### config.mk
export PLATFORM = sky130hd
export DESIGN_NAME = mfp_system
export DESIGN_NICKNAME = d
export VERILOG_FILES = /design/src/mfp_pkg.sv /design/src/mfp_reset_gen.sv /design/src/mfp_ahb_gpio.sv /design/src/mfp_pmod_als_spi_receiver.sv /design/src/mfp_ahb_lite_matrix.sv /design/src/mfp_system.sv
export SDC_FILE = /design/constraint.sdc
export NUM_CORES = 1
export LEC_CHECK = 0
export BUFFER_PORTS_ARGS = -buffer_cell sky130_fd_sc_hd__buf_2
export CAP_MARGIN = 20
export CORE_MARGIN = 4
export CORE_UTILIZATION = 30
export CTS_CLUSTER_SIZE = 20
export DETAILED_ROUTE_END_ITERATION = 7
export PLACE_DENSITY = 0.62
export SETUP_SLACK_MARGIN = 0.2
export SLEW_MARGIN = 20
export SYNTH_ARGS = -nofsm -noshare
export SYNTH_HDL_FRONTEND = slang
export SYNTH_SLANG_ARGS = --single-unit
export TNS_END_PERCENT = 10
### constraint.sdc
create_clock -name clk -period 2.9 [get_ports clk]
set_input_delay 0.58 -clock clk [delete_from_list [all_inputs] [get_ports clk]]
set_output_delay 0.58 -clock clk [all_outputs]
set_load 0.1 [all_outputs]
### src/mfp_pkg.sv
package mfp_pkg;

    // bus transfer type, only the two kinds this bus uses
    typedef enum logic [1:0]
    {
        HTRANS_IDLE   = 2'b00,
        HTRANS_NONSEQ = 2'b10
    } htrans_t;

    // light sensor receiver states
    typedef enum logic [1:0]
    {
        ALS_IDLE  = 2'b00,
        ALS_SHIFT = 2'b01,
        ALS_GAP   = 2'b10
    } als_state_t;

    // register window, upper 24 bits are compared
    localparam logic [31:0] GPIO_BASE = 32'h1f80_0000;

    // register offsets inside the window
    localparam logic [7:0] ADDR_RED_LEDS     = 8'h00;
    localparam logic [7:0] ADDR_GREEN_LEDS   = 8'h04;
    localparam logic [7:0] ADDR_SWITCHES     = 8'h08;
    localparam logic [7:0] ADDR_BUTTONS      = 8'h0C;
    localparam logic [7:0] ADDR_LIGHT_SENSOR = 8'h10;
    localparam logic [7:0] ADDR_SOFT_RESET   = 8'h14;

    // board i/o widths
    localparam int RED_LED_W   = 18;
    localparam int GREEN_LED_W = 9;
    localparam int SWITCH_W    = 18;
    localparam int BUTTON_W    = 5;
    localparam int ALS_W       = 16;

endpackage

### src/mfp_reset_gen.sv
`timescale 1ns/1ps

module mfp_reset_gen
#(
    parameter int RESET_HOLD = 16
)
(
    input  logic clk,
    input  logic reset,
    input  logic soft_reset_req,
    output logic periph_reset
);

    localparam int CNT_W = $clog2(RESET_HOLD + 1);

    logic [CNT_W-1:0] hold_cnt;

    // retriggerable hold, reloaded by either reset source
    always_ff @(posedge clk)
    begin
        if (reset || soft_reset_req)
            hold_cnt <= CNT_W'(RESET_HOLD);
        else if (hold_cnt != '0)
            hold_cnt <= hold_cnt - 1'b1;
    end

    assign periph_reset = (hold_cnt != '0);

endmodule

### src/mfp_ahb_gpio.sv
`timescale 1ns/1ps

module mfp_ahb_gpio
(
    input  logic                             clk,
    input  logic                             periph_reset,
    input  logic                             red_we,
    input  logic                             green_we,
    input  logic [31:0]                      wdata,
    input  logic [mfp_pkg::SWITCH_W-1:0]     io_switches,
    input  logic [mfp_pkg::BUTTON_W-1:0]     io_buttons,
    output logic [mfp_pkg::RED_LED_W-1:0]    red_leds,
    output logic [mfp_pkg::GREEN_LED_W-1:0]  green_leds,
    output logic [mfp_pkg::SWITCH_W-1:0]     switches_sync,
    output logic [mfp_pkg::BUTTON_W-1:0]     buttons_sync
);

    logic [mfp_pkg::SWITCH_W-1:0] switches_meta;
    logic [mfp_pkg::BUTTON_W-1:0] buttons_meta;

    // led registers, writes are dropped while the peripheral reset is held
    always_ff @(posedge clk)
    begin
        if (periph_reset)
        begin
            red_leds   <= '0;
            green_leds <= '0;
        end
        else
        begin
            if (red_we)
                red_leds <= wdata[mfp_pkg::RED_LED_W-1:0];
            if (green_we)
                green_leds <= wdata[mfp_pkg::GREEN_LED_W-1:0];
        end
    end

    // two-flop synchronizers for the asynchronous board inputs
    always_ff @(posedge clk)
    begin
        switches_meta <= io_switches;
        switches_sync <= switches_meta;
        buttons_meta  <= io_buttons;
        buttons_sync  <= buttons_meta;
    end

endmodule

### src/mfp_pmod_als_spi_receiver.sv
`timescale 1ns/1ps

module mfp_pmod_als_spi_receiver
#(
    parameter int SPI_HALF_PERIOD = 4
)
(
    input  logic                       clk,
    input  logic                       periph_reset,
    output logic                       spi_cs,
    output logic                       spi_sck,
    input  logic                       spi_sdo,
    output logic [mfp_pkg::ALS_W-1:0]  als_value
);

    localparam int HC_W = $clog2(SPI_HALF_PERIOD + 1);

    mfp_pkg::als_state_t        state;
    logic [HC_W-1:0]            half_cnt;
    logic [3:0]                 bit_cnt;
    logic [mfp_pkg::ALS_W-1:0]  shift_reg;
    logic                       half_end;

    assign half_end = (half_cnt == HC_W'(SPI_HALF_PERIOD - 1));

    // each sck period is low for one half, then high for one half;
    // data is taken on the rising edge, msb first
    always_ff @(posedge clk)
    begin
        if (periph_reset)
        begin
            state     <= mfp_pkg::ALS_IDLE;
            spi_cs    <= 1'b1;
            spi_sck   <= 1'b1;
            half_cnt  <= '0;
            bit_cnt   <= '0;
            als_value <= '0;
        end
        else
        begin
            half_cnt <= half_end ? '0 : half_cnt + 1'b1;

            case (state)
                mfp_pkg::ALS_IDLE:
                begin
                    // first frame starts right after reset
                    state    <= mfp_pkg::ALS_SHIFT;
                    spi_cs   <= 1'b0;
                    spi_sck  <= 1'b0;
                    half_cnt <= '0;
                    bit_cnt  <= '0;
                end

                mfp_pkg::ALS_SHIFT:
                begin
                    if (half_end)
                    begin
                        if (!spi_sck)
                        begin
                            spi_sck   <= 1'b1;
                            shift_reg <= {shift_reg[mfp_pkg::ALS_W-2:0], spi_sdo};
                        end
                        else if (bit_cnt == 4'd15)
                        begin
                            // frame done, sck stays high through the gap
                            state   <= mfp_pkg::ALS_GAP;
                            spi_cs  <= 1'b1;
                            bit_cnt <= '0;
                        end
                        else
                        begin
                            spi_sck <= 1'b0;
                            bit_cnt <= bit_cnt + 1'b1;
                        end
                    end
                end

                mfp_pkg::ALS_GAP:
                begin
                    // first gap cycle publishes the completed frame
                    if (half_cnt == '0 && bit_cnt == '0)
                        als_value <= shift_reg;

                    // gap spans two half periods, counted in bit_cnt[0]
                    if (half_end)
                    begin
                        if (bit_cnt[0])
                        begin
                            state   <= mfp_pkg::ALS_SHIFT;
                            spi_cs  <= 1'b0;
                            spi_sck <= 1'b0;
                            bit_cnt <= '0;
                        end
                        else
                            bit_cnt <= 4'd1;
                    end
                end

                default:
                    state <= mfp_pkg::ALS_IDLE;
            endcase
        end
    end

endmodule

### src/mfp_ahb_lite_matrix.sv
`timescale 1ns/1ps

module mfp_ahb_lite_matrix
(
    input  logic                             clk,
    input  logic                             reset,
    input  mfp_pkg::htrans_t                 htrans,
    input  logic [31:0]                      haddr,
    input  logic                             hwrite,
    input  logic [31:0]                      hwdata,
    output logic [31:0]                      hrdata,
    output logic                             red_we,
    output logic                             green_we,
    output logic [31:0]                      gpio_wdata,
    input  logic [mfp_pkg::RED_LED_W-1:0]    red_leds,
    input  logic [mfp_pkg::GREEN_LED_W-1:0]  green_leds,
    input  logic [mfp_pkg::SWITCH_W-1:0]     switches_sync,
    input  logic [mfp_pkg::BUTTON_W-1:0]     buttons_sync,
    input  logic [mfp_pkg::ALS_W-1:0]        als_value,
    output logic                             soft_reset_req
);

    logic        dp_valid;
    logic        dp_hit;
    logic        dp_write;
    logic [7:0]  dp_offset;
    logic        wr_access;
    logic        rd_access;

    // address phase capture, valid flag is the only control state
    always_ff @(posedge clk)
    begin
        if (reset)
            dp_valid <= 1'b0;
        else
            dp_valid <= (htrans == mfp_pkg::HTRANS_NONSEQ);
    end

    always_ff @(posedge clk)
    begin
        dp_hit    <= (haddr[31:8] == mfp_pkg::GPIO_BASE[31:8]);
        dp_write  <= hwrite;
        dp_offset <= haddr[7:0];
    end

    // data phase
    assign wr_access = dp_valid && dp_hit && dp_write;
    assign rd_access = dp_valid && dp_hit && !dp_write;

    assign red_we     = wr_access && (dp_offset == mfp_pkg::ADDR_RED_LEDS);
    assign green_we   = wr_access && (dp_offset == mfp_pkg::ADDR_GREEN_LEDS);
    assign gpio_wdata = hwdata;

    // software reset strobe, one cycle after the data phase
    always_ff @(posedge clk)
    begin
        if (reset)
            soft_reset_req <= 1'b0;
        else
            soft_reset_req <= wr_access
                              && (dp_offset == mfp_pkg::ADDR_SOFT_RESET)
                              && hwdata[0];
    end

    // read mux, anything unmapped returns zero
    always_comb
    begin
        hrdata = '0;
        if (rd_access)
        begin
            case (dp_offset)
                mfp_pkg::ADDR_RED_LEDS:     hrdata = 32'(red_leds);
                mfp_pkg::ADDR_GREEN_LEDS:   hrdata = 32'(green_leds);
                mfp_pkg::ADDR_SWITCHES:     hrdata = 32'(switches_sync);
                mfp_pkg::ADDR_BUTTONS:      hrdata = 32'(buttons_sync);
                mfp_pkg::ADDR_LIGHT_SENSOR: hrdata = 32'(als_value);
                default:                    hrdata = '0;
            endcase
        end
    end

endmodule

### src/mfp_system.sv
`timescale 1ns/1ps

module mfp_system
#(
    parameter int SPI_HALF_PERIOD = 4,
    parameter int RESET_HOLD      = 16
)
(
    input  logic                             clk,
    input  logic                             reset,

    input  mfp_pkg::htrans_t                 HTRANS,
    input  logic [31:0]                      HADDR,
    input  logic                             HWRITE,
    input  logic [31:0]                      HWDATA,
    output logic [31:0]                      HRDATA,

    input  logic [mfp_pkg::SWITCH_W-1:0]     IO_Switches,
    input  logic [mfp_pkg::BUTTON_W-1:0]     IO_Buttons,
    output logic [mfp_pkg::RED_LED_W-1:0]    IO_RedLEDs,
    output logic [mfp_pkg::GREEN_LED_W-1:0]  IO_GreenLEDs,

    output logic                             SPI_CS,
    output logic                             SPI_SCK,
    input  logic                             SPI_SDO
);

    logic                             periph_reset;
    logic                             soft_reset_req;
    logic                             red_we;
    logic                             green_we;
    logic [31:0]                      gpio_wdata;
    logic [mfp_pkg::SWITCH_W-1:0]     switches_sync;
    logic [mfp_pkg::BUTTON_W-1:0]     buttons_sync;
    logic [mfp_pkg::ALS_W-1:0]        als_value;

    mfp_reset_gen
    #(
        .RESET_HOLD ( RESET_HOLD )
    )
    i_reset_gen
    (
        .clk            ( clk            ),
        .reset          ( reset          ),
        .soft_reset_req ( soft_reset_req ),
        .periph_reset   ( periph_reset   )
    );

    // bus side runs on the external reset only
    mfp_ahb_lite_matrix i_matrix
    (
        .clk            ( clk            ),
        .reset          ( reset          ),
        .htrans         ( HTRANS         ),
        .haddr          ( HADDR          ),
        .hwrite         ( HWRITE         ),
        .hwdata         ( HWDATA         ),
        .hrdata         ( HRDATA         ),
        .red_we         ( red_we         ),
        .green_we       ( green_we       ),
        .gpio_wdata     ( gpio_wdata     ),
        .red_leds       ( IO_RedLEDs     ),
        .green_leds     ( IO_GreenLEDs   ),
        .switches_sync  ( switches_sync  ),
        .buttons_sync   ( buttons_sync   ),
        .als_value      ( als_value      ),
        .soft_reset_req ( soft_reset_req )
    );

    mfp_ahb_gpio i_gpio
    (
        .clk           ( clk           ),
        .periph_reset  ( periph_reset  ),
        .red_we        ( red_we        ),
        .green_we      ( green_we      ),
        .wdata         ( gpio_wdata    ),
        .io_switches   ( IO_Switches   ),
        .io_buttons    ( IO_Buttons    ),
        .red_leds      ( IO_RedLEDs    ),
        .green_leds    ( IO_GreenLEDs  ),
        .switches_sync ( switches_sync ),
        .buttons_sync  ( buttons_sync  )
    );

    mfp_pmod_als_spi_receiver
    #(
        .SPI_HALF_PERIOD ( SPI_HALF_PERIOD )
    )
    i_als_receiver
    (
        .clk          ( clk          ),
        .periph_reset ( periph_reset ),
        .spi_cs       ( SPI_CS       ),
        .spi_sck      ( SPI_SCK      ),
        .spi_sdo      ( SPI_SDO      ),
        .als_value    ( als_value    )
    );

endmodule

==> out/summary.md <==
The flow ran to the end, and the final reports show no timing, DRC or antenna violations. The total number of clock tree sinks was 133; the via count of the first global-routing pass was 3922. The reported max-cap violation count was 0. The logs give 2820 um^2 for the storage element area and 265 ps for the minimum hold slack. Maximum number of pins on one net before global-route repair: 46. The die is 137 um tall.

The routed design could run at a clock period as short as 2890 ps. The cell sitting at the root of the clock tree is a sky130_fd_sc_hd__clkbuf_16. The routed length per placed instance works out to 14.9 um.

The wire-length estimate of the detail-placed layout is 9.16 mm. The die outline width was 137 um; the area of combinational cells with multiple inputs was 2090 um^2. The share of synthesized registers carrying an async set or reset was 0%. The count of buffers inserted at the top-level ports works out to 125.

Yosys synthesis warning count: 0. The core region is 16100 um^2. After synthesis the cells add up to 4950 um^2. The number of distinct library cells after synthesis is 53, and the number of antenna violations at the first check in global routing is 1. The gate count of the mapped netlist is 466, and the critical-path maximum fanout is 7. Relative to the synthesized area, the layout overhead comes to 38.7%. The run gives 1521 as the number of fill cells in the layout.

The number of clock buffers added by TritonCTS is 17. Sequential cells were found to cover 57.0% of the synthesized design area. The number of nets in the finished design was 702. The tools report the initial standard-cell utilization of the core as 30.9%.

For the number of placed I/O pins, the log shows 154. Summed over all layers, the routed wires come to 12.3 mm. The tools report the residual DRC count as 0. The category of the critical setup timing path is reg -> out. The initialized floorplan defines 46 standard-cell rows. The run gives 0 as the number of max-slew violations in the final report. In the final layout, the registers with the most flip-flops are i_gpio.red_leds: 18 flops, i_gpio.switches_meta: 18 flops, i_gpio.switches_sync: 18 flops. In the routed layout, each cell is associated on average with a via count of 4.62. In this run the remaining antenna-violating nets after routing total 0. The slew of the pin with the lowest slew margin was 981 ps; the global placement routability congestion was 0.852. The tools report the worst-skew pair later-pin latency as 420 ps. TritonCTS built the clock tree. The floorplan step defined a die boundary enclosing 18600 um^2. The detailed router finished its first iteration with 161 violations. The worst ir drop on vdd was 421 uV.

A synthesized cell averages 10.6 um^2. The longest clock path from root to sink contains 2 buffers. The logs give 5 for the number of iterations in the first detailed-routing pass and 42.8% for the core occupancy in the finished layout. The classification of the worst-slack hold path is in -> reg. The required time at the worst-slack endpoint is 2320 ps. The worst setup path is launched from a flip-flop. The number of standard cells in the final layout excluding fillers was 828.

The flip-flop and latch count after synthesis came out at 133. The most common flop cell mapped by yosys was sky130_fd_sc_hd__dfxtp_1. The count of final hold-check violations was 0.

Summing internal, switching and leakage power gives 4.76 mW. The aggregate global routing overflow came out at 0. For this design the static power due to leakage is 2.52 nW. The number of flops mapped to enable cells by yosys is 16. Clock skew on the completed layout was measured at 18.6 ps. The clock tree synthesis step divided the H-tree into 4 levels. For the first-pass GRT wire length, the log shows 19.8 mm.

Global routing used 13.5% of the available tracks. Data on the critical path arrives at its endpoint at 2310 ps. Across all layers, the routed design uses 3828 vias.

Setup violations remaining at the end of the flow were counted as 0. Of the cells placed in the final design, the portion with a size suffix greater than 1 is 34.7%. Dividing the final minimum period by the clock period gives 99.8%. Relative slew slack: 33.7%. STA classifies the critical path endpoint as an output port. The number of placed instances, taps included, is 793. The clock-pin slew on the worst setup and hold paths is 50 ps.

Setup repair after global routing could not meet its margin everywhere. Based on the critical path, the design can be clocked at up to 0.345 GHz. Cell area power density: 693 nW/um^2.
synth_stat cells (2+ instances only):
master / number / area share, %
sky130_fd_sc_hd__dfxtp_1: 117 / 47
sky130_fd_sc_hd__nor2_1: 56 / 4.2
sky130_fd_sc_hd__nand2_1: 48 / 3.6
sky130_fd_sc_hd__mux2i_1: 28 / 5.7
sky130_fd_sc_hd__a22oi_1: 23 / 3.5
sky130_fd_sc_hd__a21oi_1: 21 / 2.1
sky130_fd_sc_hd__buf_4: 16 / 2.4
sky130_fd_sc_hd__edfxtp_1: 16 / 9.7
sky130_fd_sc_hd__clkbuf_1: 14 / 1.1
sky130_fd_sc_hd__inv_1: 13 / 0.98
sky130_fd_sc_hd__ha_1: 11 / 2.8
sky130_fd_sc_hd__a2bb2oi_1: 7 / 1.2
sky130_fd_sc_hd__nor3_1: 7 / 0.71
sky130_fd_sc_hd__nor4_1: 7 / 0.88
sky130_fd_sc_hd__o22a_1: 7 / 1.2
sky130_fd_sc_hd__o21ai_0: 6 / 0.61
sky130_fd_sc_hd__mux2_2: 5 / 1.1
sky130_fd_sc_hd__nand3_1: 5 / 0.50
sky130_fd_sc_hd__nor2b_1: 5 / 0.63
sky130_fd_sc_hd__buf_6: 4 / 0.91
sky130_fd_sc_hd__buf_2: 3 / 0.30
sky130_fd_sc_hd__nand3b_1: 3 / 0.45
sky130_fd_sc_hd__nand4_1: 3 / 0.38
sky130_fd_sc_hd__o32ai_1: 3 / 0.53
sky130_fd_sc_hd__xnor2_1: 3 / 0.53
sky130_fd_sc_hd__a32oi_1: 2 / 0.35
sky130_fd_sc_hd__nor3_2: 2 / 0.40
sky130_fd_sc_hd__nor3b_1: 2 / 0.30
sky130_fd_sc_hd__nor4b_1: 2 / 0.35
sky130_fd_sc_hd__o21a_1: 2 / 0.30
sky130_fd_sc_hd__or4_1: 2 / 0.30
sky130_fd_sc_hd__or4b_2: 2 / 0.40
power by group:
group	switching, mW	internal [mW]
sequential	0.0605	1.95
combinational	0.406	0.193
clock	0.748	1.40
total	1.21	3.55
layer usage:
layer	part of all wire, %	vias to the layer above	track usage [%]
met5	0	-	0
met3	5.9	29	4.41
met2	47	121	21.5
met4	2.7	0	6.16
met1	44	1792	16.7
li1	-	1886	-
layout make-up:
cell class	instances	area share, %
Antenna cell	1	0.0364
Clock buffer	26	8.06
Clock inverter	6	0.837
Inverter	13	0.710
Multi-Input combinational cell	295	30.5
Sequential cell	133	41.1
Tap cell	216	3.93
Timing Repair Buffer	138	14.9
per-stage QoR:
stage	TNS, ps	setup WS [ps]	cell area (um^2)
after global routing	-326	-53.4	6870
final	0	5.19	6870
after floorplan	-270	-47.3	5130
after detailed placement	0	218	6190
after CTS	-8.71	-8.71	6870
after global placement	0	243	6190
worst max-delay path, cell delays in order, from the launching register on:
cell and delay, ps:
sky130_fd_sc_hd__dfxtp_2 340, sky130_fd_sc_hd__or4_4 570, sky130_fd_sc_hd__or3_4 400, sky130_fd_sc_hd__o22a_1 260, sky130_fd_sc_hd__nor2_4 140, sky130_fd_sc_hd__buf_12 180
cell families (layout without fill, tap and decap cells):
group	after synthesis	after routing	share of synthesized area (%)
compound gates	79	79	11.3
fa+ha+maj	11	11	2.78
xor+xnor	3	3	0.530
mux	33	33	6.79
simple gates	155	155	15.7
buf+inv	51	183	5.78
other cells	1	15	0.0757
flops	133	133	57.0
cells in the final DEF, fill, tap and decap left out, types with 3 or more instances in the layout:
master / synthesis / layout
sky130_fd_sc_hd__dfxtp_1: 117 / 116
sky130_fd_sc_hd__buf_2: 3 / 107
sky130_fd_sc_hd__nand2_1: 48 / 48
sky130_fd_sc_hd__nor2_1: 56 / 39
sky130_fd_sc_hd__mux2i_1: 28 / 28
sky130_fd_sc_hd__a22oi_1: 23 / 21
sky130_fd_sc_hd__a21oi_1: 21 / 21
sky130_fd_sc_hd__clkbuf_16: 0 / 21
sky130_fd_sc_hd__buf_12: 0 / 20
sky130_fd_sc_hd__nor2_4: 0 / 16
sky130_fd_sc_hd__edfxtp_1: 16 / 16
sky130_fd_sc_hd__conb_1: 1 / 14
sky130_fd_sc_hd__inv_1: 13 / 13
sky130_fd_sc_hd__ha_1: 11 / 11
sky130_fd_sc_hd__buf_4: 16 / 10
sky130_fd_sc_hd__o22a_1: 7 / 7
sky130_fd_sc_hd__a2bb2oi_1: 7 / 6
sky130_fd_sc_hd__nor4_1: 7 / 6
sky130_fd_sc_hd__o21ai_0: 6 / 6
sky130_fd_sc_hd__mux2_2: 5 / 5
sky130_fd_sc_hd__nor3_1: 7 / 5
sky130_fd_sc_hd__nand3_1: 5 / 5
sky130_fd_sc_hd__nor2b_1: 5 / 4
sky130_fd_sc_hd__clkinv_2: 0 / 4
sky130_fd_sc_hd__clkbuf_1: 14 / 4
sky130_fd_sc_hd__nor3_2: 2 / 3
sky130_fd_sc_hd__nand3b_1: 3 / 3
sky130_fd_sc_hd__nand4_1: 3 / 3
sky130_fd_sc_hd__xnor2_1: 3 / 3
repair_timing:
action	in CTS	in global routing
setup buffers	2	0
hold endpoints to repair	0	0
hold buffers	0	0
endpoints found under the setup margin	18	18
gates resized for setup	11	0
pin swaps	6	2
worst paths after layout:
check                              start                       to  slack, ps  depth (start not counted)
setup / recovery   i_matrix.dp_offset[5]                HRDATA[7]          5                          5
hold / removal            IO_Switches[8]  i_gpio.switches_meta[8]        260                          1
setup reg to reg   i_matrix.dp_offset[5]       i_gpio.red_leds[4]        770                          5
hold reg to reg   i_gpio.buttons_meta[0]   i_gpio.buttons_sync[0]        320                          0
Power figures use the tool's default switching activity.
